===== src/hdl/conv_pkg.sv =====
`default_nettype none

package conv_pkg;

	// widths
	typedef logic [31:0] word_t;
	typedef logic [3:0]  kidx_t;
	typedef logic [1:0]  kpos_t;
	typedef logic [5:0]  waddr_t;

	// sizes
	localparam int KERNEL_N = 9;
	localparam int IFMAP_N  = 16;
	localparam int RESULT_N = 4;

	// word address map
	localparam waddr_t KERNEL_BASE = 6'h00;
	localparam waddr_t IFMAP_BASE  = 6'h10;
	localparam waddr_t CTRL_ADDR   = 6'h20;
	localparam waddr_t STATUS_ADDR = 6'h21;
	localparam waddr_t RESULT_BASE = 6'h28;

	// compressor FSM
	typedef enum logic [1:0] {C_IDLE, C_SCAN, C_DONE} comp_state_e;

	// engine FSM
	typedef enum logic [1:0] {E_IDLE, E_WAIT_LIST, E_RUN, E_DONE} eng_state_e;

endpackage

`default_nettype wire


===== src/hdl/wb_conv_regs.sv =====
`default_nettype none

module wb_conv_regs (
	input  logic                    clk,
	input  logic                    rst_n,
	input  logic                    wb_cyc_i,
	input  logic                    wb_stb_i,
	input  logic                    wb_we_i,
	input  conv_pkg::waddr_t        wb_adr_i,
	input  conv_pkg::word_t         wb_dat_i,
	output conv_pkg::word_t         wb_dat_o,
	output logic                    wb_ack_o,
	output logic                    kern_we_o,
	output conv_pkg::kidx_t         kern_idx_o,
	output conv_pkg::word_t         kern_dat_o,
	output logic                    pix_we_o,
	output logic [3:0]              pix_idx_o,
	output conv_pkg::word_t         pix_dat_o,
	output logic                    start_o,
	input  logic                    busy_i,
	input  logic                    done_i,
	input  conv_pkg::kidx_t         count_i,
	input  conv_pkg::word_t         result_i [conv_pkg::RESULT_N]
);

	logic             access;
	logic             wr_ok;
	conv_pkg::waddr_t kern_off;
	conv_pkg::waddr_t pix_off;
	conv_pkg::waddr_t res_off;
	conv_pkg::word_t  rd_data;

	// new cycle seen, ack goes out on the next edge
	assign access = wb_cyc_i & wb_stb_i & ~wb_ack_o;
	assign wr_ok  = access & wb_we_i & ~busy_i;

	assign kern_off = wb_adr_i - conv_pkg::KERNEL_BASE;
	assign pix_off  = wb_adr_i - conv_pkg::IFMAP_BASE;
	assign res_off  = wb_adr_i - conv_pkg::RESULT_BASE;

	// ========================================
	// write strobes, land on the ack edge
	// ========================================
	assign kern_we_o  = wr_ok && (kern_off < conv_pkg::waddr_t'(conv_pkg::KERNEL_N));
	assign kern_idx_o = kern_off[3:0];
	assign kern_dat_o = wb_dat_i;

	assign pix_we_o  = wr_ok && (pix_off < conv_pkg::waddr_t'(conv_pkg::IFMAP_N));
	assign pix_idx_o = pix_off[3:0];
	assign pix_dat_o = wb_dat_i;

	assign start_o = wr_ok && (wb_adr_i == conv_pkg::CTRL_ADDR) && wb_dat_i[0];

	// read mux, anything unmapped reads as zero
	always_comb begin
		rd_data = '0;
		if (wb_adr_i == conv_pkg::STATUS_ADDR) begin
			rd_data[0]   = busy_i;
			rd_data[1]   = done_i;
			rd_data[7:4] = count_i;
		end else if (res_off < conv_pkg::waddr_t'(conv_pkg::RESULT_N)) begin
			rd_data = result_i[res_off[1:0]];
		end
	end

	always_ff @(posedge clk or negedge rst_n) begin
		if (!rst_n) begin
			wb_ack_o <= 1'b0;
			wb_dat_o <= '0;
		end else begin
			wb_ack_o <= access;
			if (access && !wb_we_i) begin
				wb_dat_o <= rd_data;
			end
		end
	end

endmodule

`default_nettype wire


===== config.mk =====
export PLATFORM = sky130hd
export DESIGN_NAME = wb_conv_regs
export DESIGN_NICKNAME = d
export VERILOG_FILES = /design/src/hdl/conv_pkg.sv /design/src/hdl/wb_conv_regs.sv
export SDC_FILE = /design/constraint.sdc
export NUM_CORES = 1
export LEC_CHECK = 0
export ABC_AREA = 1
export BUFFER_PORTS_ARGS = -buffer_cell sky130_fd_sc_hd__buf_4
export CORE_ASPECT_RATIO = 0.7
export CORE_MARGIN = 10
export CORE_UTILIZATION = 40
export CTS_CLUSTER_SIZE = 12
export DETAILED_ROUTE_END_ITERATION = 6
export HOLD_SLACK_MARGIN = 0.02
export MAX_ROUTING_LAYER = met4
export PLACE_DENSITY = 0.87
export SYNTH_ARGS = -nofsm -noshare
export SYNTH_HDL_FRONTEND = slang
export SYNTH_SLANG_ARGS = --single-unit

===== constraint.sdc =====
create_clock -name clk -period 3.8 [get_ports clk]
set_input_delay 0.38 -clock clk [delete_from_list [all_inputs] [get_ports clk]]
set_output_delay 0.38 -clock clk [all_outputs]
set_load 0.02 [all_outputs]

After elaboration in Yosys (flattened, before gate mapping) --
Cells that the tools add are included.
Word-level totals: memory bits (read-only) 0, memories 0, input port bits 177, memory bits (writable) 0, bits in latches 0, logic and storage cells 31, register bits 33
Operators by class: order comparisons 4, div/mod/pow operators 0, shift operators 0, multipliers 0, muxes and demuxes 8, add/sub/neg operators 2, reductions and logical operators 6, equality and inequality tests 2, bitwise gates (word level) 7
Operators by type and width (count):
- 2-to-1 mux 32 bit | 3
- binary-select mux 32 bit (select 2 bit) | 1
- 2-to-1 mux 24 bit | 1
- equality test 6 bit (second input constant) | 2
- < comparator 6 x 3 -> 1 bit (second input constant) | 1
- < comparator 6 x 4 -> 1 bit (second input constant) | 1
- < comparator 6 x 5 -> 1 bit (second input constant) | 1
- subtractor 6 x 5 -> 6 bit (second input constant) | 1
- subtractor 6 bit (second input constant) | 1
- logical AND 1 bit | 5
- AND 1 bit | 4
- 2-to-1 mux 2 bit | 2
- 2-to-1 mux 4 bit | 1
- greater-or-equal comparator 3 bit (second input constant) | 1
- NOT 2 -> 3 bit | 1
- NOT 1 bit | 2
- logical NOT 1 bit | 1

Depth between registers and ports, before layout --
depth in word-level cells 7, depth in mapped cells 10

Worst setup path before layout --
Ideal clock, no wire load.
path type in2out, from in wb_adr_i[1], to out kern_we_o, arrival time 1.541 ns, stages on the path 5, path buffers 2, data required time 3.420 ns, path slack 1.879 ns, cells stage by stage buf_4 > nor2_8 > buf_4 > a21oi_1 > nor4_1
On the way: cells in the longest elaborated chain, start to end 2
RTL lines:
- start, declared | RTL line wb_conv_regs.sv:9 | input conv_pkg::waddr_t wb_adr_i,
- < comparator 6 x 4 -> 1 bit | RTL line wb_conv_regs.sv:44 | assign kern_we_o = wr_ok && (kern_off < conv_pkg::waddr_t'(conv_pkg::KERNEL_N));
- logical AND 1 bit | RTL line wb_conv_regs.sv:44
- end, declared | RTL line wb_conv_regs.sv:13 | output logic kern_we_o,
Every way passes these cells.

Final worst setup path --
from reg wb_ack_o, to reg wb_dat_o[11]
On the way: cells in the longest elaborated chain, start to end 3
RTL lines:
- start, declared | RTL line wb_conv_regs.sv:12 | output logic wb_ack_o,
- start signal, assigned | RTL line wb_conv_regs.sv:71 | wb_ack_o <= access;
- NOT 1 bit | RTL line wb_conv_regs.sv:34 | assign access = wb_cyc_i & wb_stb_i & ~wb_ack_o;
- AND 1 bit | RTL line wb_conv_regs.sv:34
- named net access | RTL line wb_conv_regs.sv:26 | logic access;
- logical AND 1 bit | RTL line wb_conv_regs.sv:72 | if (access && !wb_we_i) begin
- end signal, assigned | RTL line wb_conv_regs.sv:73 | wb_dat_o <= rd_data;
- end, declared | RTL line wb_conv_regs.sv:11 | output conv_pkg::word_t wb_dat_o,
The timed path passes the listed nets, and every way through them passes these cells. A chain may end at the register's enable or synchronous reset.

==> qor_table.md <==
| Quantity | This run | Unit |
|:---|:---|:---|
| Headroom to the max-slew limit | 36.2 | % |
| Initial Utilization | 40.9 | % |
| CP arrival | 2350 | ps |
| I/O pin count | 285 | - |
| Cell type with the highest aggregate area in the netlist | sky130_fd_sc_hd__dfrtp_1 | - |
| Total setup violations reported at the end of the flow | 0 | - |
| Hold-fix buffers, CTS | 0 | - |
| CTS tree | yes | - |
| Standard cell with the maximum stage delay on the critical path | sky130_fd_sc_hd__nor3_4 | - |
| Post-DP HPWL | 8560 | microns |
| Unrepaired setup endpoints after global routing | false | - |
| Wire length of the first global-routing pass | 16,800 | microns |
| Post-route clock period utilization | 56.2 | % |
| Synthesized area divided by synthesized cell count | 6.42 | sq um |
| Clock tree buffer depth | 2 | - |
| Area growth from synthesis to layout | 33.2 | % |
| Drt first pass iters | 4 | - |
| Cells after synthesis | 462 | - |
| Skew-Pair Late Insertion Delay | 270 | ps |
| Die area | 0.0113 | sq mm |
| Area fraction of the dominant cell type after synthesis | 27.8 | % |
| Final Max Slew Viols | 0 | - |
| Total number of vias | 3,210 | - |
| Leakage power figure | 2.24 | nW |
| Number of placement rows | 26 | - |
| Type of the worst setup path | flop to flop | - |
| Post-synthesis instance area | 0.00297 | sq mm |
| Launch instance of the worst register-to-register path | wb_ack_o | - |
| Detail-routed net length per standard cell | 16.2 | microns |
| Die height | 92.0 | microns |
| Slack of the critical path | 1660 | ps |
| Fmax | 468 | MHz |
| Yosys warning total | 0 | - |
| Horizontal die dimension | 123 | microns |
| Cell repeated most along the worst path | sky130_fd_sc_hd__nand2_1 | - |
| Switching Share | 29.4 | % |
| Residual DRC count | 0 | - |
| Class of the worst hold path | input pin to async pin | - |
| Register area share after synthesis | 27.8 | % |
| Clock Power Share | 27.5 | % |
| Critical Path Source | wb_ack_o | - |
| Internal power component | 0.671 | mW |
| Final Routed Wirelength | 10,800 | microns |
| Switching power total | 0.279 | mW |
| Highest net fanout along the worst path | 34 | - |
| Synthesized Nets | 640 | - |
| Clk_skew | 2.46 | ps |
| Setup slack at placement | 1500 | ps |
| Worst-case vdd ir drop | 0.000114 | V |
| Number of buffers added for setup after CTS | 0 | - |
| Number of antenna violations at the first check in global routing | 0 | - |
| Cells along the critical path | nor2_4 -> nand2_2 -> nor3_4 -> nand2_1 -> nand2_1 | - |
| Number of failing hold endpoints at the final stage | 0 | - |
| Power per cell area | 241 | mW/mm^2 |
| ANT nets after route | 0 | - |
| Post-layout minimum cycle time | 2140 | ps |
| Fraction of layout instances using a drive strength above 1 | 36.6 | % |
| Starting DRC count in detailed routing | 129 | - |
| Critical path required time | 4010 | ps |
| Cell at the root of the clock tree | sky130_fd_sc_hd__clkbuf_8 | - |
| Element type at the critical path end | flop | - |
| Vias in the first global route | 3,350 | - |
| Clk pin slew, worst setup/hold paths | 70 | ps |
| Register bit count reported by yosys | 33 | - |
| Distinct cell type count after synthesis | 21 | - |
| # Max-Cap Violations | 0 | - |
| All-layer global routing usage | 18.7 | % |
| Total grt overflow | 0 | - |
| Per-cell via count in the routed design | 4.82 | - |
| Clock sink count | 33 | - |
| CP startpoint kind | flop | - |
| Tightest Pin Transition | 953 | ps |
| Final antenna diode count | 0 | - |
| Peak per-stage delay on the critical path | 880 | ps |
| Logic pwr share | 33.0 | % |
| Power Total | 0.950 | mW |
| Count of H-tree levels built during CTS | 2 | - |
| Layout net count | 746 | - |
| Total of cells resized after clock tree synthesis | 0 | - |
| Count of input and output buffers | 191 | - |
| Total negative setup slack | 0 | ps |
| Area of the core region | 0.00725 | sq mm |
| Clock buffer count from CTS | 5 | - |
| Sequential group share of total power | 39.5 | % |
| Pin count of the biggest net entering global routing | 43 | - |
| GP Congestion | 0.960 | - |
| Ranking of synthesized cells by area | sky130_fd_sc_hd__dfrtp_1 28%, sky130_fd_sc_hd__nand2_1 27%, sky130_fd_sc_hd__buf_4 20% | - |
| Status | finished clean | - |
==> logic make-up (layout without fill, tap and decap cells) <==
| logic type | Yosys count | in the layout | synth area share, % |
|---|---|---|---|
| flip-flops | 33 | 33 | 27.8 |
| AO/OA/AOI/OAI | 53 | 53 | 11.1 |
| adder cells (fa/ha/maj) | 1 | 1 | 0.422 |
| buffers and inverters | 115 | 221 | 25.3 |
| AND/OR/NAND/NOR | 260 | 260 | 35.3 |
==> cell usage after synthesis <==
master and number:
sky130_fd_sc_hd__nand2_1 211, sky130_fd_sc_hd__buf_4 78, sky130_fd_sc_hd__dfrtp_1 33, sky130_fd_sc_hd__nor2_1 29, sky130_fd_sc_hd__o211ai_1 26, sky130_fd_sc_hd__o21ai_0 26, sky130_fd_sc_hd__inv_1 21, sky130_fd_sc_hd__buf_2 8
sky130_fd_sc_hd__nand3_1 8, sky130_fd_sc_hd__clkbuf_1 5, sky130_fd_sc_hd__nand2_2 4, sky130_fd_sc_hd__buf_6 2, sky130_fd_sc_hd__nor2_4 2, sky130_fd_sc_hd__nor3_1 2, sky130_fd_sc_hd__a21oi_1 1, sky130_fd_sc_hd__ha_1 1
sky130_fd_sc_hd__inv_2 1, sky130_fd_sc_hd__nor2_2 1, sky130_fd_sc_hd__nor2_8 1, sky130_fd_sc_hd__nor3_4 1, sky130_fd_sc_hd__nor4_1 1
==> power by group through the flow <==
stage,Clock (mW),Combinational (mW),Sequential (mW)
6_report,0.261,0.314,0.375
5_1_grt,0.290,0.346,0.376
3_3_place_gp,0,0.309,0.381
3_5_place_dp,0,0.316,0.381
4_1_cts,0.273,0.317,0.375
2_1_floorplan,0,0.220,0.399
==> layout make-up <==
type | instances | area, sq um
multi-input combinational | 314 | 1390
tap | 98 | 123
timing repair buffer | 192 | 1440
clock buffer | 7 | 86.3
fill | 679 | 3310
inverter | 22 | 82.6
sequential | 33 | 826
==> state kept, by name (all words and copies together), names as in the netlist <==
register and count:
wb_ack_o 1, wb_dat_o 32
==> stage by stage <==
step / util (%) / cells / cell area (sq um) / hold slack, ps
after floorplan: - / 462 / 2970 / 84.4
after global placement: 53.2 / 659 / 3860 / 339
after detailed placement: 53.2 / 659 / 3860 / 349
after CTS: 54.4 / 666 / 3950 / 49.9
after global routing: 54.4 / 666 / 3950 / 69.5
final: 54.4 / 666 / 3950 / 42.1
==> routing by layer <==
metal	vias up	track usage, %	part of all wire (%)
met2	190	29.8	46
li1	1578	-	-
met3	27	8.08	13
met5	-	-	0
met1	1415	21.2	39
met4	0	4.60	1.5
==> path summary, 6_finish.rpt <==
path                       cells past startpoint      endpoint  slack (ps)
setup / recovery                               5  wb_dat_o[11]        1660
hold / removal                                 1  wb_dat_o[25]          40
setup reg to reg                               5  wb_dat_o[11]        1660
hold reg to reg                                2  wb_dat_o[29]         480
max in group asynchronous                      1   wb_dat_o[8]        3460
min in group clk                               3      wb_ack_o         370
==> layout by cell type (no fill, tap or decap), types with 2 or more instances in the layout <==
cell type / Yosys / final
sky130_fd_sc_hd__nand2_2: 4 / 4
sky130_fd_sc_hd__dfrtp_1: 33 / 33
sky130_fd_sc_hd__nand2_1: 211 / 211
sky130_fd_sc_hd__o21ai_0: 26 / 26
sky130_fd_sc_hd__nand3_1: 8 / 8
sky130_fd_sc_hd__o211ai_1: 26 / 26
sky130_fd_sc_hd__clkbuf_8: 0 / 6
sky130_fd_sc_hd__nor2_1: 29 / 29
sky130_fd_sc_hd__nor3_1: 2 / 2
sky130_fd_sc_hd__inv_1: 21 / 21
sky130_fd_sc_hd__buf_4: 78 / 192
sky130_fd_sc_hd__nor2_4: 2 / 2
==> critical path, delay by kind of cell (launching register included) <==
kind             cells  cell delay (ps)
AND/OR/NAND/NOR      5             1640
flip-flops           1              410
(Power assumes the default switching activity.)
