==> src/hdl/conv_pkg.sv <==
`default_nettype none

package conv_pkg;

	// widths
	typedef logic [31:0] word_t;
	typedef logic [3:0]  kidx_t;
	typedef logic [1:0]  kpos_t;
	typedef logic [5:0]  waddr_t;

	// sizes
	localparam int KERNEL_N = 9;
	localparam int IFMAP_N  = 16;
	localparam int RESULT_N = 4;

	// word address map
	localparam waddr_t KERNEL_BASE = 6'h00;
	localparam waddr_t IFMAP_BASE  = 6'h10;
	localparam waddr_t CTRL_ADDR   = 6'h20;
	localparam waddr_t STATUS_ADDR = 6'h21;
	localparam waddr_t RESULT_BASE = 6'h28;

	// compressor FSM
	typedef enum logic [1:0] {C_IDLE, C_SCAN, C_DONE} comp_state_e;

	// engine FSM
	typedef enum logic [1:0] {E_IDLE, E_WAIT_LIST, E_RUN, E_DONE} eng_state_e;

endpackage

`default_nettype wire

==> src/hdl/conv_ifs.sv <==
`default_nettype none

// ========================================
// compressed kernel list
// ========================================
interface kernel_list_if;
	logic              list_ready;
	conv_pkg::kidx_t   count;
	conv_pkg::kidx_t   entry_idx;
	conv_pkg::word_t   entry_val;
	conv_pkg::kpos_t   entry_row;
	conv_pkg::kpos_t   entry_col;

	// entry_* follow entry_idx without a register stage
	modport list (
		output list_ready,
		output count,
		output entry_val,
		output entry_row,
		output entry_col,
		input  entry_idx
	);

	modport eng (
		input  list_ready,
		input  count,
		input  entry_val,
		input  entry_row,
		input  entry_col,
		output entry_idx
	);
endinterface

// ========================================
// 2x2 pixel window
// ========================================
interface window_if;
	conv_pkg::kpos_t win_row;
	conv_pkg::kpos_t win_col;
	conv_pkg::word_t pix0;
	conv_pkg::word_t pix1;
	conv_pkg::word_t pix2;
	conv_pkg::word_t pix3;

	modport buffer (input win_row, win_col, output pix0, pix1, pix2, pix3);
	modport eng (output win_row, win_col, input pix0, pix1, pix2, pix3);
endinterface

`default_nettype wire

==> src/hdl/conv_engine.sv <==
`default_nettype none

module conv_engine #(
	parameter int MUL_TERMS = 3
) (
	input  logic            clk,
	input  logic            rst_n,
	input  logic            start_i,
	kernel_list_if.eng      list_if,
	window_if.eng           win_if,
	output logic            busy_o,
	output logic            done_o,
	output conv_pkg::kidx_t count_o,
	output conv_pkg::word_t result_o [conv_pkg::RESULT_N]
);

	// pixel split greedily into 7/5/3/1 terms, leftover is dropped
	function automatic conv_pkg::word_t greedy_mul(input conv_pkg::word_t k,
			input conv_pkg::word_t p);
		conv_pkg::word_t rem;
		conv_pkg::word_t acc;
		rem = p;
		acc = '0;
		for (int t = 0; t < MUL_TERMS; t++) begin
			if (rem >= 32'd7) begin
				acc += (k << 2) + (k << 1) + k;
				rem -= 32'd7;
			end else if (rem >= 32'd5) begin
				acc += (k << 2) + k;
				rem -= 32'd5;
			end else if (rem >= 32'd3) begin
				acc += (k << 1) + k;
				rem -= 32'd3;
			end else if (rem >= 32'd1) begin
				acc += k;
				rem -= 32'd1;
			end
		end
		return acc;
	endfunction

	conv_pkg::eng_state_e state_q;
	conv_pkg::kidx_t      idx_q;
	conv_pkg::kidx_t      count_q;
	conv_pkg::word_t      acc_q    [conv_pkg::RESULT_N];
	conv_pkg::word_t      win_pix  [conv_pkg::RESULT_N];
	conv_pkg::word_t      prod     [conv_pkg::RESULT_N];

	// kernel position of the current entry picks the window
	assign list_if.entry_idx = idx_q;
	assign win_if.win_row    = list_if.entry_row;
	assign win_if.win_col    = list_if.entry_col;

	assign win_pix[0] = win_if.pix0;
	assign win_pix[1] = win_if.pix1;
	assign win_pix[2] = win_if.pix2;
	assign win_pix[3] = win_if.pix3;

	always_comb begin
		for (int o = 0; o < conv_pkg::RESULT_N; o++) begin
			prod[o] = greedy_mul(list_if.entry_val, win_pix[o]);
		end
	end

	// ========================================
	// run control
	// ========================================
	always_ff @(posedge clk or negedge rst_n) begin
		if (!rst_n) begin
			state_q <= conv_pkg::E_IDLE;
			idx_q   <= '0;
			count_q <= '0;
			for (int o = 0; o < conv_pkg::RESULT_N; o++) begin
				acc_q[o] <= '0;
			end
		end else begin
			case (state_q)
				conv_pkg::E_IDLE, conv_pkg::E_DONE: begin
					if (start_i) begin
						state_q <= conv_pkg::E_WAIT_LIST;
						idx_q   <= '0;
						for (int o = 0; o < conv_pkg::RESULT_N; o++) begin
							acc_q[o] <= '0;
						end
					end
				end
				conv_pkg::E_WAIT_LIST: begin
					if (list_if.list_ready) begin
						count_q <= list_if.count;
						if (list_if.count == '0) begin
							state_q <= conv_pkg::E_DONE;
						end else begin
							state_q <= conv_pkg::E_RUN;
						end
					end
				end
				conv_pkg::E_RUN: begin
					for (int o = 0; o < conv_pkg::RESULT_N; o++) begin
						acc_q[o] <= acc_q[o] + prod[o];
					end
					// idx stays inside the list
					if (idx_q == conv_pkg::kidx_t'(count_q - 4'd1)) begin
						state_q <= conv_pkg::E_DONE;
						idx_q   <= '0;
					end else begin
						idx_q <= idx_q + 4'd1;
					end
				end
				default: state_q <= conv_pkg::E_IDLE;
			endcase
		end
	end

	assign busy_o   = (state_q == conv_pkg::E_WAIT_LIST) || (state_q == conv_pkg::E_RUN);
	assign done_o   = (state_q == conv_pkg::E_DONE);
	assign count_o  = count_q;
	assign result_o = acc_q;

endmodule

`default_nettype wire

==> src/flat_wrapper.sv <==
// flat-port wrapper written by rule: the top's interface ports become plain ports
module conv_engine_flat 
#(
	parameter int MUL_TERMS = 3
)
  (clk, rst_n, start_i, busy_o, done_o, count_o, result_o, list_if_list_ready, list_if_count, list_if_entry_val, list_if_entry_row, list_if_entry_col, list_if_entry_idx, win_if_win_row, win_if_win_col, win_if_pix0, win_if_pix1, win_if_pix2, win_if_pix3);
  kernel_list_if list_if_i ();
  window_if win_if_i ();
  input  logic clk;
  input  logic rst_n;
  input  logic start_i;
  output logic busy_o;
  output logic done_o;
  output conv_pkg::kidx_t count_o;
  output conv_pkg::word_t result_o[conv_pkg::RESULT_N];
  input wire logic [$bits(list_if_i.list_ready)-1:0] list_if_list_ready;
  input wire logic [$bits(list_if_i.count)-1:0] list_if_count;
  input wire logic [$bits(list_if_i.entry_val)-1:0] list_if_entry_val;
  input wire logic [$bits(list_if_i.entry_row)-1:0] list_if_entry_row;
  input wire logic [$bits(list_if_i.entry_col)-1:0] list_if_entry_col;
  output wire logic [$bits(list_if_i.entry_idx)-1:0] list_if_entry_idx;
  output wire logic [$bits(win_if_i.win_row)-1:0] win_if_win_row;
  output wire logic [$bits(win_if_i.win_col)-1:0] win_if_win_col;
  input wire logic [$bits(win_if_i.pix0)-1:0] win_if_pix0;
  input wire logic [$bits(win_if_i.pix1)-1:0] win_if_pix1;
  input wire logic [$bits(win_if_i.pix2)-1:0] win_if_pix2;
  input wire logic [$bits(win_if_i.pix3)-1:0] win_if_pix3;
  assign list_if_i.list_ready = list_if_list_ready;
  assign list_if_i.count = list_if_count;
  assign list_if_i.entry_val = list_if_entry_val;
  assign list_if_i.entry_row = list_if_entry_row;
  assign list_if_i.entry_col = list_if_entry_col;
  assign list_if_entry_idx = list_if_i.entry_idx;
  assign win_if_win_row = win_if_i.win_row;
  assign win_if_win_col = win_if_i.win_col;
  assign win_if_i.pix0 = win_if_pix0;
  assign win_if_i.pix1 = win_if_pix1;
  assign win_if_i.pix2 = win_if_pix2;
  assign win_if_i.pix3 = win_if_pix3;
  conv_engine #(.MUL_TERMS(MUL_TERMS)) u_core (.clk(clk), .rst_n(rst_n), .start_i(start_i), .list_if(list_if_i), .win_if(win_if_i), .busy_o(busy_o), .done_o(done_o), .count_o(count_o), .result_o(result_o));
endmodule
==> config.mk <==
export PLATFORM = sky130hd
export DESIGN_NAME = conv_engine_flat
export DESIGN_NICKNAME = d
export VERILOG_FILES = /design/src/hdl/conv_pkg.sv /design/src/hdl/conv_ifs.sv /design/src/hdl/conv_engine.sv /design/src/flat_wrapper.sv
export SDC_FILE = /design/constraint.sdc
export NUM_CORES = 2
export LEC_CHECK = 0
export BUFFER_PORTS_ARGS = -buffer_cell sky130_fd_sc_hd__buf_2
export CAP_MARGIN = 10
export CORE_MARGIN = 2
export CORE_UTILIZATION = 35
export DETAILED_ROUTE_END_ITERATION = 8
export HOLD_SLACK_MARGIN = 0.05
export PLACE_DENSITY_LB_ADDON = 0.12
export SETUP_SLACK_MARGIN = 0.2
export SLEW_MARGIN = 20
export SYNTH_ARGS = -nofsm -noshare
export SYNTH_HDL_FRONTEND = slang
export SYNTH_SLANG_ARGS = --single-unit
==> constraint.sdc <==
create_clock -name clk -period 7.25 [get_ports clk]
set_clock_uncertainty 0.05 [all_clocks]
set_input_delay 1.8125 -clock clk [delete_from_list [all_inputs] [get_ports clk]]
set_output_delay 1.8125 -clock clk [all_outputs]
set_load 0.02 [all_outputs]
# == Yosys cells after proc, flatten, opt, wreduce, memory -nomap -nowiden ==
# Index checks and enable logic that the tools add are counted.
# op_classes
addsub,74
order_cmp,48
n_eq_ne,7
muxes,90
reduce_logical,8
# ops
operator,n
two-way mux 32 bit,80
adder 32 bit,40
greater-or-equal comparator 32 x 3 -> 1 bit (second input constant),24
subtractor 32 x 3 -> 32 bit (second input constant),16
greater-or-equal comparator 32 x 1 -> 1 bit (second input constant),12
greater-or-equal comparator 32 x 2 -> 1 bit (second input constant),12
case mux 128 bit (2 select lines),1
subtractor 32 x 1 -> 32 bit (second input constant),8
subtractor 32 x 2 -> 32 bit (second input constant),8
two-way mux 128 bit,1
two-way mux 4 bit,2
case mux 4 bit (2 select lines),1
two-way mux 2 bit,3
case mux 2 bit (3 select lines),1
adder 4 x 1 -> 4 bit (second input constant),1
equality test 2 bit (second input constant),2
equality test 4 bit,1
zero test 4 bit,1
inequality test 2 bit (second input constant),2
AND reduction 2 bit,2
subtractor 4 x 1 -> 4 bit (second input constant),1
AND reduction 3 bit,1
equality test 2 x 1 -> 1 bit (second input constant),1
zero test 2 bit,1
other kinds (5),5
# totals
reg_bits,138
elab_cells,234

# == Longest topological paths before layout ==
# depth
depth_word,17
mapped_depth,55

# == Worst setup path after synthesis ==
# OpenSTA, ideal clock, no wires.
# synth_timing
kind,input -> register
from,input win_if_pix3[1]
to,"register u_core.acc_q, in the netlist u_core.result_o[31]"
setup_ps,129
arrival_ps,12080
setup_slack_ps,-5008
path_stages,49
cell_sequence,clkbuf_1 inv_1 ha_1 or3b_2 or3b_2 nor3_1 o31a_1 a31oi_1 nor3b_1 or4b_2 a2111oi_0 and3_1 clkbuf_1 clkbuf_1 o221ai_1 a211o_1 o21ai_0 ha_1 (+13 left out) nor2_1 o21bai_1 a21oi_1 xor2_1 nor2_1 a221o_1 ha_1 a21oi_1 o211ai_1 a2111oi_0 nor4_1 o31ai_1 nand2b_1 xnor2_1 xnor2_1 xnor2_1 xnor2_1 o21ai_1
# synth_between
elab_chain_len,17
# synth_rtl
item,line,text
"start, declared",flat_wrapper.sv:27,input wire logic [$bits(win_if_i.pix3)-1:0] win_if_pix3;
greater-or-equal comparator 32 x 1 -> 1 bit or subtractor 32 x 1 -> 32 bit (tied branches),"conv_engine.sv:34, conv_engine.sv:36",
two-way mux 32 bit,conv_engine.sv:34,end else if (rem >= 32'd1) begin
two-way mux 32 bit,conv_engine.sv:31,end else if (rem >= 32'd3) begin
two-way mux 32 bit,conv_engine.sv:28,end else if (rem >= 32'd5) begin
two-way mux 32 bit,conv_engine.sv:25,if (rem >= 32'd7) begin
"adder 32 bit, or another cell as far along",conv_engine.sv:35,acc += k;
two-way mux 32 bit,conv_engine.sv:34,
two-way mux 32 bit,conv_engine.sv:31,
two-way mux 32 bit,conv_engine.sv:28,
two-way mux 32 bit,conv_engine.sv:25,
adder 32 bit or greater-or-equal comparator 32 x 1 -> 1 bit (tied branches),"conv_engine.sv:35, conv_engine.sv:34",
two-way mux 32 bit,conv_engine.sv:34,
two-way mux 32 bit,conv_engine.sv:31,
two-way mux 32 bit,conv_engine.sv:28,
two-way mux 32 bit *,conv_engine.sv:25,
adder 32 bit *,conv_engine.sv:99,acc_q[o] <= acc_q[o] + prod[o];
case mux 128 bit (2 select lines) *,conv_engine.sv:77,case (state_q)
"end signal, assigned by index",conv_engine.sv:99,
"end, declared",conv_engine.sv:45,conv_pkg::word_t acc_q [conv_pkg::RESULT_N];
# Every way passes the cells marked *; elsewhere a longest branch is shown, timed or not.
# A chain may end at the register's enable or synchronous reset.

# == Final worst setup path ==
# layout_timing
from,input win_if_pix2[29]
to,"register u_core.acc_q, in the netlist u_core.result_o[63]"
# layout_between
elab_chain_len,17
# layout_rtl
item,line,text
"start, declared",flat_wrapper.sv:26,input wire logic [$bits(win_if_i.pix2)-1:0] win_if_pix2;
greater-or-equal comparator 32 x 1 -> 1 bit or subtractor 32 x 1 -> 32 bit (tied branches),"conv_engine.sv:34, conv_engine.sv:36",
two-way mux 32 bit,conv_engine.sv:34,
two-way mux 32 bit,conv_engine.sv:31,
two-way mux 32 bit,conv_engine.sv:28,
two-way mux 32 bit,conv_engine.sv:25,
"adder 32 bit, or another cell as far along",conv_engine.sv:35,
two-way mux 32 bit,conv_engine.sv:34,
two-way mux 32 bit,conv_engine.sv:31,
two-way mux 32 bit,conv_engine.sv:28,
two-way mux 32 bit,conv_engine.sv:25,
adder 32 bit or greater-or-equal comparator 32 x 1 -> 1 bit (tied branches),"conv_engine.sv:35, conv_engine.sv:34",
two-way mux 32 bit,conv_engine.sv:34,
two-way mux 32 bit,conv_engine.sv:31,
two-way mux 32 bit,conv_engine.sv:28,
two-way mux 32 bit *,conv_engine.sv:25,
adder 32 bit *,conv_engine.sv:99,
case mux 128 bit (2 select lines) *,conv_engine.sv:77,
# Marks and branches as above.

==> summary.txt <==
Area Overhead vs Synth = 67.0%
Slowest stage delay, CP = 0.55 ns
Starting Density = 35.3%
Final hold vios = 0
Commonest non-fill, non-tap cell in the layout = buf_4
EDFF count, synth = 0
Path type of the worst min-delay path = flip-flop to flip-flop
Syn_area_per_cell = 7.00 um^2
Critical path class = primary input to flip-flop
Clk buf depth = 2
Yosys warning count = 0
CP max-delay cell = or4_4
Design Area, Final = 131000 um^2
Post-route worst setup slack = -4.09 ns
Die Y = 478 um
Post-synth cell types = 100
Inserted Clock Buffers = 17
Final min period = 11.34 ns
Largest net degree at the start of global routing = 89
Nets = 17800
Setup Viol. Count Final = 126
CTS H-tree lvls = 4
Clk sinks = 138
Final hold slack = 0.475 ns
Via count = 111000
DP Area = 121000 um^2
Port buffer count = 305
Most used cell, CP = a21oi_2
RSZ-0062 raised after global routing = true
Syn Nets = 12700
Pre-Repair DR Iteration Count = 6
Fin. max-slew vios = 0
Max-Slew Margin vs Limit = 26.5%
Type of origin of the critical path = primary input
Total Die Area = 228000 um^2
Fin crit share = 156%
FP Rows = 173
Grt ovf = 0
Die Width = 478 um
CP max FO = 3
Most frequent cells in the layout = buf_4 (4863), ha_1 (1177), nand2_1 (952)
Top-level port count = 314
CTS tree = yes
Main flop type after synthesis = dfrtp_1
Synth Instances = 11200
DRC viols = 0
CP Capture Type = flip-flop
Via/cell ratio = 5.73
Crit path DAT = 11.68 ns
Worst Tran Pin Value = 1.10 ns
Fin util = 58.9%
Clk root buf = clkbuf_16
Mapped cell area = 78500 um^2
Placer's final routability congestion estimate = 1.04
Status = finished, violations left
CTS clk-pin slew, worst paths = 0.07 ns
Global-route wire length before repair = 685000 um
Total GRT Usage = 39.8%
Max_cap viols = 0
Seq/Total Area, Yosys = 4.40%
Clock latency on the worst-skew pair = 0.56 ns
Core area = 223000 um^2
Proportion of layout cells with a drive suffix above 1 = 42.0%
Worst endpoint required time = 7.60 ns
Setup slack at placement = -5.15 ns
FFs w/ async S/R, synth = 100%
Register bit total from synthesis = 138
Number of global-route vias before repair = 107000
Initial DRC count = 9099
Hpwl dp = 400000 um
R2R Setup Slk = 2.49 ns
Routed Antenna Nets = 0
Max Fclk = 0.0882 GHz
Wire length per cell = 24.7 um
Failing checks = setup timing
Routed wire length = 477000 um
Initial antenna violation count = 23
-- logic make-up after synthesis --
logic type / after synthesis / synth area share [%]
compound gates: 3935 / 32.5
xor+xnor: 1146 / 12.8
fa+ha+maj: 1323 / 21.6
buf+inv: 674 / 3.31
flops: 138 / 4.40
mux: 110 / 1.47
simple gates: 3898 / 24.0
-- per-layer routing --
layer  GRT usage [%]  up-vias  share of wire [%]  wire (um)
li1                -    52600                  -          -
met2            61.2     4107                 42     202000
met1            50.3    53100                 42     198000
met5               0        -                  0          0
met4            29.3        0                8.7      41500
met3            5.89      959                7.4      35200
-- through the flow --
step	setup TNS, ns	std cells
3_5_place_dp	-396.57	18900
2_1_floorplan	-248.97	11200
4_1_cts	-262.86	19200
3_3_place_gp	-391.83	18900
5_1_grt	-318.33	19300
6_report	-278.50	19300
-- critical path, delay by kind of cell --
kind	cells	cell delay (ns)
and+or+nand+nor	13	3.75
AOI/OAI and AO/OA	23	3.65
adders and majority gates	3	0.77
buffers and inverters	5	0.72
muxes	2	0.60
xor gates and xnor gates	3	0.36
-- layout make-up --
class,count,area (um^2)
multi-input cells,10400,80500
fillers,20800,91500
repair buffers,5399,41600
clock buffers,18,429
inverters,346,1320
flip-flops and latches,138,3450
clock inverters,14,138
well taps,2975,3720
diodes,26,65.1
-- cells in the mapped netlist, types with 38 or more instances --
library cell / n / share of area (%)
a31oi_1: 168 / 1.3
and2_1: 94 / 0.75
inv_1: 343 / 1.6
o41ai_1: 39 / 0.43
nor2_1: 957 / 4.6
xnor2_1: 705 / 7.9
fa_1: 52 / 1.3
a2111oi_0: 38 / 0.42
ha_1: 1270 / 20
xor2_1: 440 / 4.9
a41oi_1: 43 / 0.48
nor3_1: 457 / 2.9
nand2b_1: 166 / 1.3
a21o_1: 294 / 2.8
o22ai_1: 61 / 0.49
or2_2: 63 / 0.50
o21ai_0: 908 / 5.8
or3_1: 168 / 1.3
o21bai_1: 130 / 1.2
nor2b_1: 106 / 0.84
clkbuf_1: 276 / 1.3
a211oi_1: 204 / 1.9
a211o_1: 54 / 0.60
nand2_1: 993 / 4.7
nor4_1: 74 / 0.59
nand4_1: 69 / 0.55
a21oi_1: 1014 / 6.5
a21boi_0: 45 / 0.43
and3_1: 155 / 1.2
mux2_2: 38 / 0.54
o21a_1: 141 / 1.3
or4_1: 44 / 0.42
o221ai_1: 41 / 0.46
nand3_1: 418 / 2.7
mux2i_1: 71 / 0.90
o31ai_1: 69 / 0.66
dfrtp_1: 138 / 4.4
o211ai_1: 198 / 1.9
-- state kept, by name (all words and copies together), names as in the netlist --
signal	cells
u_core.count_o	4
u_core.result_o	128
u_core.list_if.entry_idx	4
u_core.state_q	2
-- timing repair --
| action | in CTS | in global routing |
|---|---|---|
| setup buffers | 260 | 153 |
| endpoints found under the setup margin | 128 | 128 |
| hold buffers | 0 | 0 |
| hold endpoints to repair | 0 | 0 |
| pin swaps | 442 | 350 |
| gates cloned | 3 | 0 |
| resized for setup | 807 | 634 |
-- path summary, 6_finish.rpt --
check / start / to / depth (start not counted)
setup / recovery: win_if_pix2[29] / u_core.result_o[63] / 49
hold / removal: u_core.result_o[120] / u_core.result_o[120] / 2
setup reg to reg: u_core.result_o[98] / u_core.result_o[127] / 19
hold reg to reg: u_core.result_o[120] / u_core.result_o[120] / 2
max in group asynchronous: rst_n / u_core.result_o[115] / 2
min in group asynchronous: rst_n / u_core.result_o[5] / 1
Power is not shown: default switching activity piles up to over one toggle a cycle in this logic, so the estimate is an artifact.
