## src/hdl/conv_pkg.sv

```systemverilog
`default_nettype none

package conv_pkg;

	// widths
	typedef logic [31:0] word_t;
	typedef logic [3:0]  kidx_t;
	typedef logic [1:0]  kpos_t;
	typedef logic [5:0]  waddr_t;

	// sizes
	localparam int KERNEL_N = 9;
	localparam int IFMAP_N  = 16;
	localparam int RESULT_N = 4;

	// word address map
	localparam waddr_t KERNEL_BASE = 6'h00;
	localparam waddr_t IFMAP_BASE  = 6'h10;
	localparam waddr_t CTRL_ADDR   = 6'h20;
	localparam waddr_t STATUS_ADDR = 6'h21;
	localparam waddr_t RESULT_BASE = 6'h28;

	// compressor FSM
	typedef enum logic [1:0] {C_IDLE, C_SCAN, C_DONE} comp_state_e;

	// engine FSM
	typedef enum logic [1:0] {E_IDLE, E_WAIT_LIST, E_RUN, E_DONE} eng_state_e;

endpackage

`default_nettype wire

```

## src/hdl/conv_ifs.sv

```systemverilog
`default_nettype none


// ========================================
// 2x2 pixel window
// ========================================
interface window_if;
	conv_pkg::kpos_t win_row;
	conv_pkg::kpos_t win_col;
	conv_pkg::word_t pix0;
	conv_pkg::word_t pix1;
	conv_pkg::word_t pix2;
	conv_pkg::word_t pix3;

	modport buffer (input win_row, win_col, output pix0, pix1, pix2, pix3);
	modport eng (output win_row, win_col, input pix0, pix1, pix2, pix3);
endinterface

`default_nettype wire

```

## src/hdl/ifmap_buffer.sv

```systemverilog
`default_nettype none

module ifmap_buffer (
	input  logic            clk,
	input  logic            rst_n,
	input  logic            pix_we_i,
	input  logic [3:0]      pix_idx_i,
	input  conv_pkg::word_t pix_dat_i,
	window_if.buffer        win_if
);

	// row-major, four pixels per row
	conv_pkg::word_t pix_mem [conv_pkg::IFMAP_N];
	logic [3:0]      base;

	always_ff @(posedge clk or negedge rst_n) begin
		if (!rst_n) begin
			for (int i = 0; i < conv_pkg::IFMAP_N; i++) begin
				pix_mem[i] <= '0;
			end
		end else if (pix_we_i) begin
			pix_mem[pix_idx_i] <= pix_dat_i;
		end
	end

	// row*4 + col, col never exceeds 2
	assign base = {win_if.win_row, win_if.win_col};

	// ========================================
	// window taps
	// ========================================
	assign win_if.pix0 = pix_mem[base];
	assign win_if.pix1 = pix_mem[base + 4'd1];
	assign win_if.pix2 = pix_mem[base + 4'd4];
	assign win_if.pix3 = pix_mem[base + 4'd5];

endmodule

`default_nettype wire

```

## src/flat_wrapper.sv

```systemverilog
// flat-port wrapper written by rule: the top's interface ports become plain ports
module ifmap_buffer_flat 
  (clk, rst_n, pix_we_i, pix_idx_i, pix_dat_i, win_if_win_row, win_if_win_col, win_if_pix0, win_if_pix1, win_if_pix2, win_if_pix3);
  window_if win_if_i ();
  input  logic clk;
  input  logic rst_n;
  input  logic pix_we_i;
  input  logic [3:0] pix_idx_i;
  input  conv_pkg::word_t pix_dat_i;
  input wire logic [$bits(win_if_i.win_row)-1:0] win_if_win_row;
  input wire logic [$bits(win_if_i.win_col)-1:0] win_if_win_col;
  output wire logic [$bits(win_if_i.pix0)-1:0] win_if_pix0;
  output wire logic [$bits(win_if_i.pix1)-1:0] win_if_pix1;
  output wire logic [$bits(win_if_i.pix2)-1:0] win_if_pix2;
  output wire logic [$bits(win_if_i.pix3)-1:0] win_if_pix3;
  assign win_if_i.win_row = win_if_win_row;
  assign win_if_i.win_col = win_if_win_col;
  assign win_if_pix0 = win_if_i.pix0;
  assign win_if_pix1 = win_if_i.pix1;
  assign win_if_pix2 = win_if_i.pix2;
  assign win_if_pix3 = win_if_i.pix3;
  ifmap_buffer u_core (.clk(clk), .rst_n(rst_n), .pix_we_i(pix_we_i), .pix_idx_i(pix_idx_i), .pix_dat_i(pix_dat_i), .win_if(win_if_i));
endmodule
```

## config.mk

```make
export PLATFORM = sky130hd
export DESIGN_NAME = ifmap_buffer_flat
export DESIGN_NICKNAME = d
export VERILOG_FILES = /design/src/hdl/conv_pkg.sv /design/src/hdl/conv_ifs.sv /design/src/hdl/ifmap_buffer.sv /design/src/flat_wrapper.sv
export SDC_FILE = /design/constraint.sdc
export NUM_CORES = 1
export LEC_CHECK = 0
export BUFFER_PORTS_ARGS = -buffer_cell sky130_fd_sc_hd__buf_2
export CAP_MARGIN = 40
export CORE_MARGIN = 2
export CORE_UTILIZATION = 45
export DETAILED_ROUTE_END_ITERATION = 6
export PLACE_DENSITY = 0.7
export SLEW_MARGIN = 10
export SYNTH_ARGS = -nofsm -noshare
export SYNTH_HDL_FRONTEND = slang
export SYNTH_SLANG_ARGS = --single-unit
```

## constraint.sdc

```tcl
create_clock -name clk -period 2.6 [get_ports clk]
set_input_delay 0.26 -clock clk [delete_from_list [all_inputs] [get_ports clk]]
set_output_delay 0.26 -clock clk [all_outputs]
set_load 0.01 [all_outputs]
```

After elaboration in Yosys (flattened, before gate mapping) --
Cells that the tools add are included.
Storage, ports and cells: register bits 512, input port bits 43, output and inout bits 128, word-level logic and storage cells 46
Cells by class: add/subtract/negate cells 3, $lt $le $gt $ge 6, muxes and demuxes 15, bitwise gates (word level) 5, reductions and logical operators 1
Operator list (count):
- $bmux 32 s4 | 4
- $bwmux 512 | 1
- $mux 32 | 9
- $demux 32 s4 | 1
- $ge 5x5->1 const B | 5
- $not 4->5 | 5
- $add 4x3->4 const B | 2
- $lt 5x1->1 const B | 1
- $add 4x1->4 const B | 1
- $logic_and 1x1->1 | 1

Depth between registers and ports, before layout --
Gate-level depths: netlist (run 1).
word-level depth 6, depth in mapped cells 6, mapped depth without buffers 4

Least setup slack after synthesis (run 1) --
No wires, ideal clock.
kind input to output, start point input win_if_win_col[0], end point output win_if_pix3[10], arrival time 1966 ps, required time 2340 ps, path slack 374 ps, stages 5, buffers on the path 2, path through ha_1 > buf_6 > clkbuf_8 > mux4_2 > mux4_2
Between the ends: word-level cells in the longest chain between the ends 5
Ends and longest elaborated chain:
- start, declared | RTL line flat_wrapper.sv:11 | input wire logic [$bits(win_if_i.win_col)-1:0] win_if_win_col;
- $add 4x3->4 | RTL line ifmap_buffer.sv:35 | assign win_if.pix3 = pix_mem[base + 4'd5];
- $not 4->5 (not written as such) | RTL line ifmap_buffer.sv:35
- $bmux 32 s4 | RTL line ifmap_buffer.sv:35
- $mux 32 (not written as such) (2 in a row) | RTL line ifmap_buffer.sv:35
- end, declared | RTL line flat_wrapper.sv:15 | output wire logic [$bits(win_if_i.pix3)-1:0] win_if_pix3;
Every way passes these cells. The select of a mux whose other input is x is not followed.

Final worst setup path (run 1) --
start point input win_if_win_col[0], end point output win_if_pix3[22]
Same word-level chain as after synthesis.

==> run summary, run 1 <==
Status: completed
Power Dens Cells: 807 mW/mm^2
CTS clk-pin slew, worst paths: 0.06 ns
CP Launch Type: primary input
Row count: 94
Hold Fails Final Rpt: 0
# DRC: 0
Max reg flops: 512
Initial Util: 45.4%
Worst skew pair latency: 0.60 ns
Cell variety after synth: 26
Net Count, Synth: 1891
Post-Place Cells: 2806
Hold Path Class: in -> reg
Critical path's most frequent cell: buf_12
Buffers on Ports: 170
Routed WL: 80.2 mm
Final WS setup: 0.0104 ns
CP Cell Sequence: buf_8 > ha_4 > buf_12 > buf_12 > mux4_1 > mux4_2 > buf_2
Min cycle time layout: 2.59 ns
GRT Util Overall: 23.8%
Die Ht: 262 um
Max Slew Vio Count: 0
Fin crit share: 99.6%
Critical-path top delay cell: mux4_1
CP required: 2.34 ns
Synth area leader: dfrtp_1
Post-synthesis sequential area ratio: 42.9%
Die ar.: 0.0684 mm^2
M1 GR Usage: 32.1%
Gpl congestion: 0.807
CP Capture Type: output pin
Arr. time, crit path: 2.33 ns
Total global routing overflow: 0
Drt first pass iters: 4
Final core utilization: 52.0%
Slowest stage delay, CP: 0.60 ns
Peak VDD IR: 608 uV
Final #Nets: 2047
Post-synthesis cell count: 1847
Syn_area_per_cell: 16.2 um^2
Synth top area share: 42.9%
Area of the mapped netlist: 0.0299 mm^2
Initial antenna violation count: 10
Commonest cells after routing, fill and taps aside: dfrtp_1 (512), mux2_2 (403), mux2i_1 (314)
H-tree levels: 2
Commonest non-fill, non-tap cell in the layout: dfrtp_1
Synth warn: 0
Clock sinks: 512
First-pass GRT wire length: 123 mm
Crit path max fanout: 11
Final std cells w/o fill: 2910
RSZ-0062 raised after global routing: true
Worst hold slack: 0.0739 ns
Core Area: 0.0657 mm^2
Peak Freq: 386 MHz
Largest net degree at the start of global routing: 69
Cell area after layout: 0.0342 mm^2
DP Wirelength: 51.9 mm
Layout cells sized above 1: 48.8%
Drt initial violations: 1206
Vias in the first global route: 19400
Tot Pwr: 27.6 mW
Skew final: 0 ns
Largest regs: u_core.pix_mem x512
Area growth syn-to-layout: 14.4%
Placed Area: 0.0322 mm^2
Max-cap violations: 0
Root Buffer: clkbuf_16
Fin Setup TNS: 0 ns
Largest reg by FF count: u_core.pix_mem
Main area contributors after synthesis: dfrtp_1 (43%), mux2_2 (15%), mux4_2 (14%)
Avg Vias per Cell: 6.26
IO Pins: 171
Layer carrying the most global-route usage: met2
Clk buf depth: 3
Inserted Clock Buffers: 54
Setup Crit Path Kind: in -> out
GRT met2 Usage: 38.9%
Worst slack at placement: -0.000892 ns
# fillers: 5259
M3 GR Usage: 4.23%
Die Wd: 262 um
Slew @ Worst Pin: 0.863 ns
Routed WL per cell: 27.5 um
# setup viols final: 0
CTS tree: done
Slew HR: 42.4%
Synth Register Bits: 512
Vias: 18200
Antenna viol nets, final: 0
Leak: 15.1 nW
[worst max-delay path: cells and delay by family]
family	cells	cell delay (ns)
buffers and inverters	4	0.60
adders and majority gates	1	0.31
muxes	2	1.14
[synthesized netlist by cell type]
library cell and n:
nor2_1 10, dfrtp_1 512, buf_8 5, nand2_1 2, clkbuf_8 1, nor2b_1 1
buf_2 73, buf_6 11, clkbuf_4 1, mux2_2 403, mux4_1 103, xnor2_2 2
or3_1 2, buf_4 22, a21oi_2 1, buf_1 6, nor3b_1 1, mux4_2 185
ha_1 1, clkbuf_1 66, nand3b_1 2, mux2i_1 320, mux2_1 109, nand2b_1 5
nand3_1 2, xor2_1 1
[timing repair]
action,4_1_cts,5_1_grt
hold buffers,1,0
endpoints found under the setup margin,3,25
buffers inserted,2,1
endpoints found under the hold margin,51,0
cloned,0,1
gates resized for setup,2,24
[path summary, 6_finish.rpt]
check	startpoint	endpoint	slack, ns	cells after the start
min in group asynchronous	rst_n	u_core.pix_mem[420]$_DFFE_PN0P_	0.19	2
max in group asynchronous	rst_n	u_core.pix_mem[199]$_DFFE_PN0P_	1.36	4
hold / removal	pix_dat_i[26]	u_core.pix_mem[250]$_DFFE_PN0P_	0.07	2
setup / recovery	win_if_win_col[0]	win_if_pix3[22]	0.01	7
setup reg to reg	u_core.pix_mem[232]$_DFFE_PN0P_	u_core.pix_mem[232]$_DFFE_PN0P_	1.75	1
hold reg to reg	u_core.pix_mem[83]$_DFFE_PN0P_	u_core.pix_mem[83]$_DFFE_PN0P_	0.51	1
[power by group]
group	leakage, nW	internal [mW]	switching (mW)	total [mW]
clock	0.894	4.74	3.23	7.97
combinational	7.94	4.76	3.56	8.32
sequential	6.28	9.84	1.46	11.3
total	15.1	19.3	8.25	27.6
[per-layer routing]
| metal | up-vias | share of wire [%] |
|---|---|---|
| li1 | 7640 | - |
| met1 | 9945 | 42 |
| met2 | 472 | 49 |
| met3 | 145 | 5.4 |
| met4 | 6 | 3.2 |
| met5 | - | 0.047 |
[cell families (layout without fill, tap and decap cells)]
logic type | count (synthesis) | after routing | share of synthesized area (%)
DFF | 512 | 512 | 42.9
buffers and inverters | 185 | 379 | 3.42
xor gates and xnor gates | 3 | 3 | 0.138
adders and majority gates | 1 | 1 | 0.0419
other | 0 | 5 | 0
AOI/OAI and AO/OA | 1 | 1 | 0.0293
muxes | 1120 | 1120 | 53.0
and+or+nand+nor | 25 | 25 | 0.427
[final cells by class]
type                            count  area [um^2]  share of cell area, %
Sequential cell                   512        12800                   37.5
Clock inverter                     21          288                  0.842
Multi-Input combinational cell   1150        16200                   47.3
Antenna cell                        5         12.5                 0.0366
Timing Repair Buffer              285         2280                   6.66
Tap cell                          864         1080                   3.16
Clock buffer                       73         1540                   4.52
No activity file was read; power rests on OpenSTA's default activity.
==> inputs of run 2 (changes only) <==
CTS_BUF_LIST = sky130_fd_sc_hd__clkbuf_16   (was default)
==> run summary, run 2 (synthesized netlist as in run 1, its figures left out) <==
Initial Util: 45.4%
Initial antenna violation count: 10
Min-Delay Endpoint: u_core.pix_mem[250]$_DFFE_PN0P_
Cell area after layout: 0.0341 mm^2
IO Pins: 171
Inserted Clock Buffers: 54
Reg2reg end: u_core.pix_mem[232]$_DFFE_PN0P_
Worst reg2reg setup slack: 1.75 ns
Leak: 15.1 nW
Largest regs: u_core.pix_mem x512
First-pass GRT wire length: 122 mm
Final #Nets: 2047
# setup viols final: 0
Root Buffer: clkbuf_16
Total global routing overflow: 0
CP Launch Type: primary input
Drt first pass iters: 5
Slew @ Worst Pin: 0.870 ns
Worst skew pair latency: 0.59 ns
Largest net degree at the start of global routing: 69
Max reg flops: 512
Metal2 WL: 39.3 mm
Commonest non-fill, non-tap cell in the layout: dfrtp_1
Fin Setup TNS: 0 ns
Status: completed
Skew final: 0 ns
Peak Freq: 386 MHz
R2r startpoint: u_core.pix_mem[232]$_DFFE_PN0P_
Tot Pwr: 27.3 mW
Die ar.: 0.0684 mm^2
Area growth syn-to-layout: 14.1%
Fin crit share: 99.5%
CTS tree: done
Max Slew Vio Count: 0
Routed WL per cell: 27.6 um
Row count: 94
Layout cells sized above 1: 48.3%
Min cycle time layout: 2.59 ns
Clk buf depth: 3
Vias in the first global route: 19400
Slew HR: 42.0%
Clock sinks: 512
Gpl congestion: 0.807
Setup Crit Path Kind: in -> out
H-tree levels: 2
CP required: 2.34 ns
Routed WL: 80.3 mm
Antenna viol nets, final: 0
RSZ-0062 raised after global routing: true
Reg2reg path depth: 1
Hold Crit Start: pix_dat_i[26]
Vias: 18300
CTS clk-pin slew, worst paths: 0.06 ns
Power Dens Cells: 800 mW/mm^2
Drt initial violations: 1206
Crit path max fanout: 11
Max layer used: met5
Commonest cells after routing, fill and taps aside: dfrtp_1 (512), mux2_2 (403), mux2i_1 (314)
Worst hold slack: 0.0774 ns
Met3 WL: 4.22 mm
# fillers: 5270
Max-cap violations: 0
CP Capture Type: output pin
CP Cell Sequence: buf_8 > ha_4 > buf_12 > buf_12 > mux4_1 > mux4_2 > buf_2
WL met1: 34.2 mm
Final std cells w/o fill: 2910
DP Wirelength: 51.9 mm
Post-Place Cells: 2806
Peak VDD IR: 607 uV
Buffers on Ports: 170
Core Area: 0.0657 mm^2
Avg Vias per Cell: 6.27
GRT Util Overall: 23.8%
Die Ht: 262 um
Placed Area: 0.0322 mm^2
Arr. time, crit path: 2.33 ns
Die Wd: 262 um
Hold Fails Final Rpt: 0
Hold Path Depth: 2
Slowest stage delay, CP: 0.59 ns
Largest reg by FF count: u_core.pix_mem
Critical-path top delay cell: mux4_1
Hold Path Class: in -> reg
Critical path's most frequent cell: buf_12
# DRC: 0
-- run 2: worst max path at each step --
stage | start | end | slack (ns) | cells past startpoint
after global placement | win_if_win_col[0] | win_if_pix3[2] | 0.02 | 7
after CTS | win_if_win_col[0] | win_if_pix3[17] | 0.008 | 7
after detailed placement | win_if_win_col[0] | win_if_pix3[12] | -0.0009 | 7
after global routing | win_if_win_col[0] | win_if_pix0[1] | -0.04 | 8
final | win_if_win_col[0] | win_if_pix3[22] | 0.01 | 7
after floorplan | win_if_win_col[0] | win_if_pix3[10] | 0.37 | 5
-- run 2: final cells by class --
type                    instances  area, um^2  area share (%)
diodes                          5        12.5          0.0367
clock buffers                  55        1380            4.04
clock inverters                39         355            1.04
multi-input cells            1150       16200            47.4
flip-flops and latches        512       12800            37.6
well taps                     864        1080            3.17
repair buffers                285        2280            6.68
-- run 2: power breakdown --
part / internal, mW / switching (mW) / leakage (nW)
Clock: 4.41 / 3.22 / 0.870
Sequential: 9.84 / 1.46 / 6.28
Combinational: 4.76 / 3.56 / 7.94
Total: 19.0 / 8.25 / 15.1
-- run 2: what timing repair did --
action,4_1_cts,5_1_grt
cloned,0,1
pin swaps,0,0
endpoints found under the setup margin,3,25
hold buffers,1,0
resized for setup,2,24
hold endpoints to repair,51,0
setup buffers,2,1
-- run 2: per-layer routing --
layer / track usage (%) / vias up
met5: 0 / -
met4: 8.49 / 6
met3: 4.23 / 141
met2: 38.9 / 519
met1: 32.1 / 9949
li1: - / 7641
-- run 2: per-stage QoR --
step	util [%]	worst slack, ns
global placement	49.0	0.0182
CTS	51.7	0.00786
detailed placement	49.0	-0.000892
finish	51.8	0.0120
global route	51.8	-0.0395
floorplan	-	0.374
-- run 2: critical path: cells and delay by family --
kind / cells / cell delay [ns]
adder cells (fa/ha/maj): 1 / 0.31
buffers and inverters: 4 / 0.60
multiplexers: 2 / 1.13
==> inputs of run 3 (changes only) <==
--- a/constraint.sdc
+++ b/constraint.sdc
@@ -3,2 +3,2 @@
 set_output_delay 0.26 -clock clk [all_outputs]
-set_load 0.01 [all_outputs]
+set_load 0.02 [all_outputs]
==> run summary, run 3 (synthesized netlist as in run 1, its figures left out) <==
Max reg flops: 512
Inserted Clock Buffers: 57
Fin crit share: 99.3%
Final core utilization: 52.2%
Skew final: 0 ns
Total global routing overflow: 0
Row count: 94
# DRC: 0
First-pass GRT wire length: 121 mm
Final std cells w/o fill: 2918
Die Ht: 262 um
Leak: 15.2 nW
CTS tree: done
Clock sinks: 512
Routed WL per cell: 27.3 um
Hold Crit Start: pix_dat_i[27]
DP Wirelength: 51.6 mm
Reg2reg path depth: 1
Crit path buffers/inverters: 4
Slew @ Worst Pin: 0.813 ns
Initial antenna violation count: 11
Vias in the first global route: 19200
Initial Util: 45.4%
Largest reg by FF count: u_core.pix_mem
RSZ-0062 raised after global routing: true
Peak Freq: 387 MHz
Setup Crit Path Kind: in -> out
Power Dens Cells: 837 mW/mm^2
Delay-heaviest family, CP: multiplexers
Commonest cells after routing, fill and taps aside: dfrtp_1 (512), mux2_2 (403), mux2i_1 (320)
Drt initial violations: 1348
Status: completed
IO Pins: 171
# setup viols final: 0
Min cycle time layout: 2.58 ns
Reg2reg end: u_core.pix_mem[358]$_DFFE_PN0P_
Routed WL: 79.7 mm
Final #Nets: 2047
Root Buffer: clkbuf_16
Area growth syn-to-layout: 14.9%
Hold Fails Final Rpt: 0
CP required: 2.34 ns
Critical-path top delay cell: mux4_1
Buffers on Ports: 170
Worst skew pair latency: 0.61 ns
Min-Delay Endpoint: u_core.pix_mem[219]$_DFFE_PN0P_
Slew HR: 45.8%
Clk buf depth: 3
Crit path max fanout: 9
Die Wd: 262 um
Post-Place Cells: 2804
R2r startpoint: u_core.pix_mem[358]$_DFFE_PN0P_
Largest regs: u_core.pix_mem x512
Antenna viol nets, final: 0
Commonest non-fill, non-tap cell in the layout: dfrtp_1
CTS clk-pin slew, worst paths: 0.06 ns
CP Launch Type: primary input
Core Area: 0.0657 mm^2
Max Slew Vio Count: 0
Max-cap violations: 0
Gpl congestion: 0.820
Arr. time, crit path: 2.32 ns
Hold Path Depth: 2
Layout cells sized above 1: 48.3%
Slowest stage delay, CP: 0.59 ns
H-tree levels: 2
Die ar.: 0.0684 mm^2
Worst reg2reg setup slack: 1.76 ns
Vias: 18400
Peak VDD IR: 602 uV
Fin Setup TNS: 0 ns
CP Capture Type: output pin
Drt first pass iters: 5
GRT Util Overall: 23.5%
CP Cell Sequence: buf_8 > ha_4 > buf_12 > buf_4 > mux4_1 > mux4_2 > buf_2
Hold Path Class: in -> reg
Largest net degree at the start of global routing: 75
Avg Vias per Cell: 6.30
[run 3: through the flow]
stage / total power [mW] / hold slack [ns] / area, um^2 / worst slack (ns)
after detailed placement: 20.2 / 0.281 / 32400 / -0.00153
after floorplan: 17.3 / -0.0356 / 29900 / 0.333
final: 28.7 / 0.0726 / 34300 / 0.0191
after global placement: 19.9 / 0.276 / 32400 / 0.0224
after global routing: 30.1 / 0.0853 / 34300 / -0.00172
after CTS: 28.9 / 0.0385 / 34400 / 0.00350
[run 3: worst max path at each step]
stage                                    start               to  slack (ns)  cells past startpoint
2_1_floorplan                win_if_win_col[0]  win_if_pix3[10]        0.33                      5
3_3_place_gp                 win_if_win_col[0]  win_if_pix3[31]        0.02                      7
3_5_place_dp                 win_if_win_col[0]  win_if_pix3[25]      -0.002                      7
4_1_cts        u_core.pix_mem[287]$_DFFE_PN0P_  win_if_pix3[31]       0.003                      3
5_1_grt                      win_if_win_col[0]  win_if_pix3[12]      -0.002                      7
6_report                     win_if_win_col[0]  win_if_pix3[14]        0.02                      7
[run 3: timing repair]
item	in CTS	in global routing
hold buffers	1	0
buffers inserted	3	0
hold endpoints to repair	48	0
gates resized for setup	4	17
setup endpoints to repair	2	10
[run 3: area by class of cell]
class,count,area [um^2]
clock inverters,46,532
clock buffers,58,1450
multi-input cells,1150,16100
diodes,6,15.0
repair buffers,282,2330
flip-flops and latches,512,12800
well taps,864,1080
fillers,5244,31400
[run 3: power breakdown]
part	internal (mW)	total [mW]	switching, mW	leakage, nW
registers	9.84	11.3	1.46	6.28
clock network	5.22	8.57	3.35	1.01
logic	4.76	8.85	4.09	7.91
[run 3: routing by layer]
metal  GRT usage, %  part of all wire [%]
met1           31.3                    42
met2           38.3                    49
met3           4.50                   5.4
met4           9.04                   3.7
met5              0                 0.054
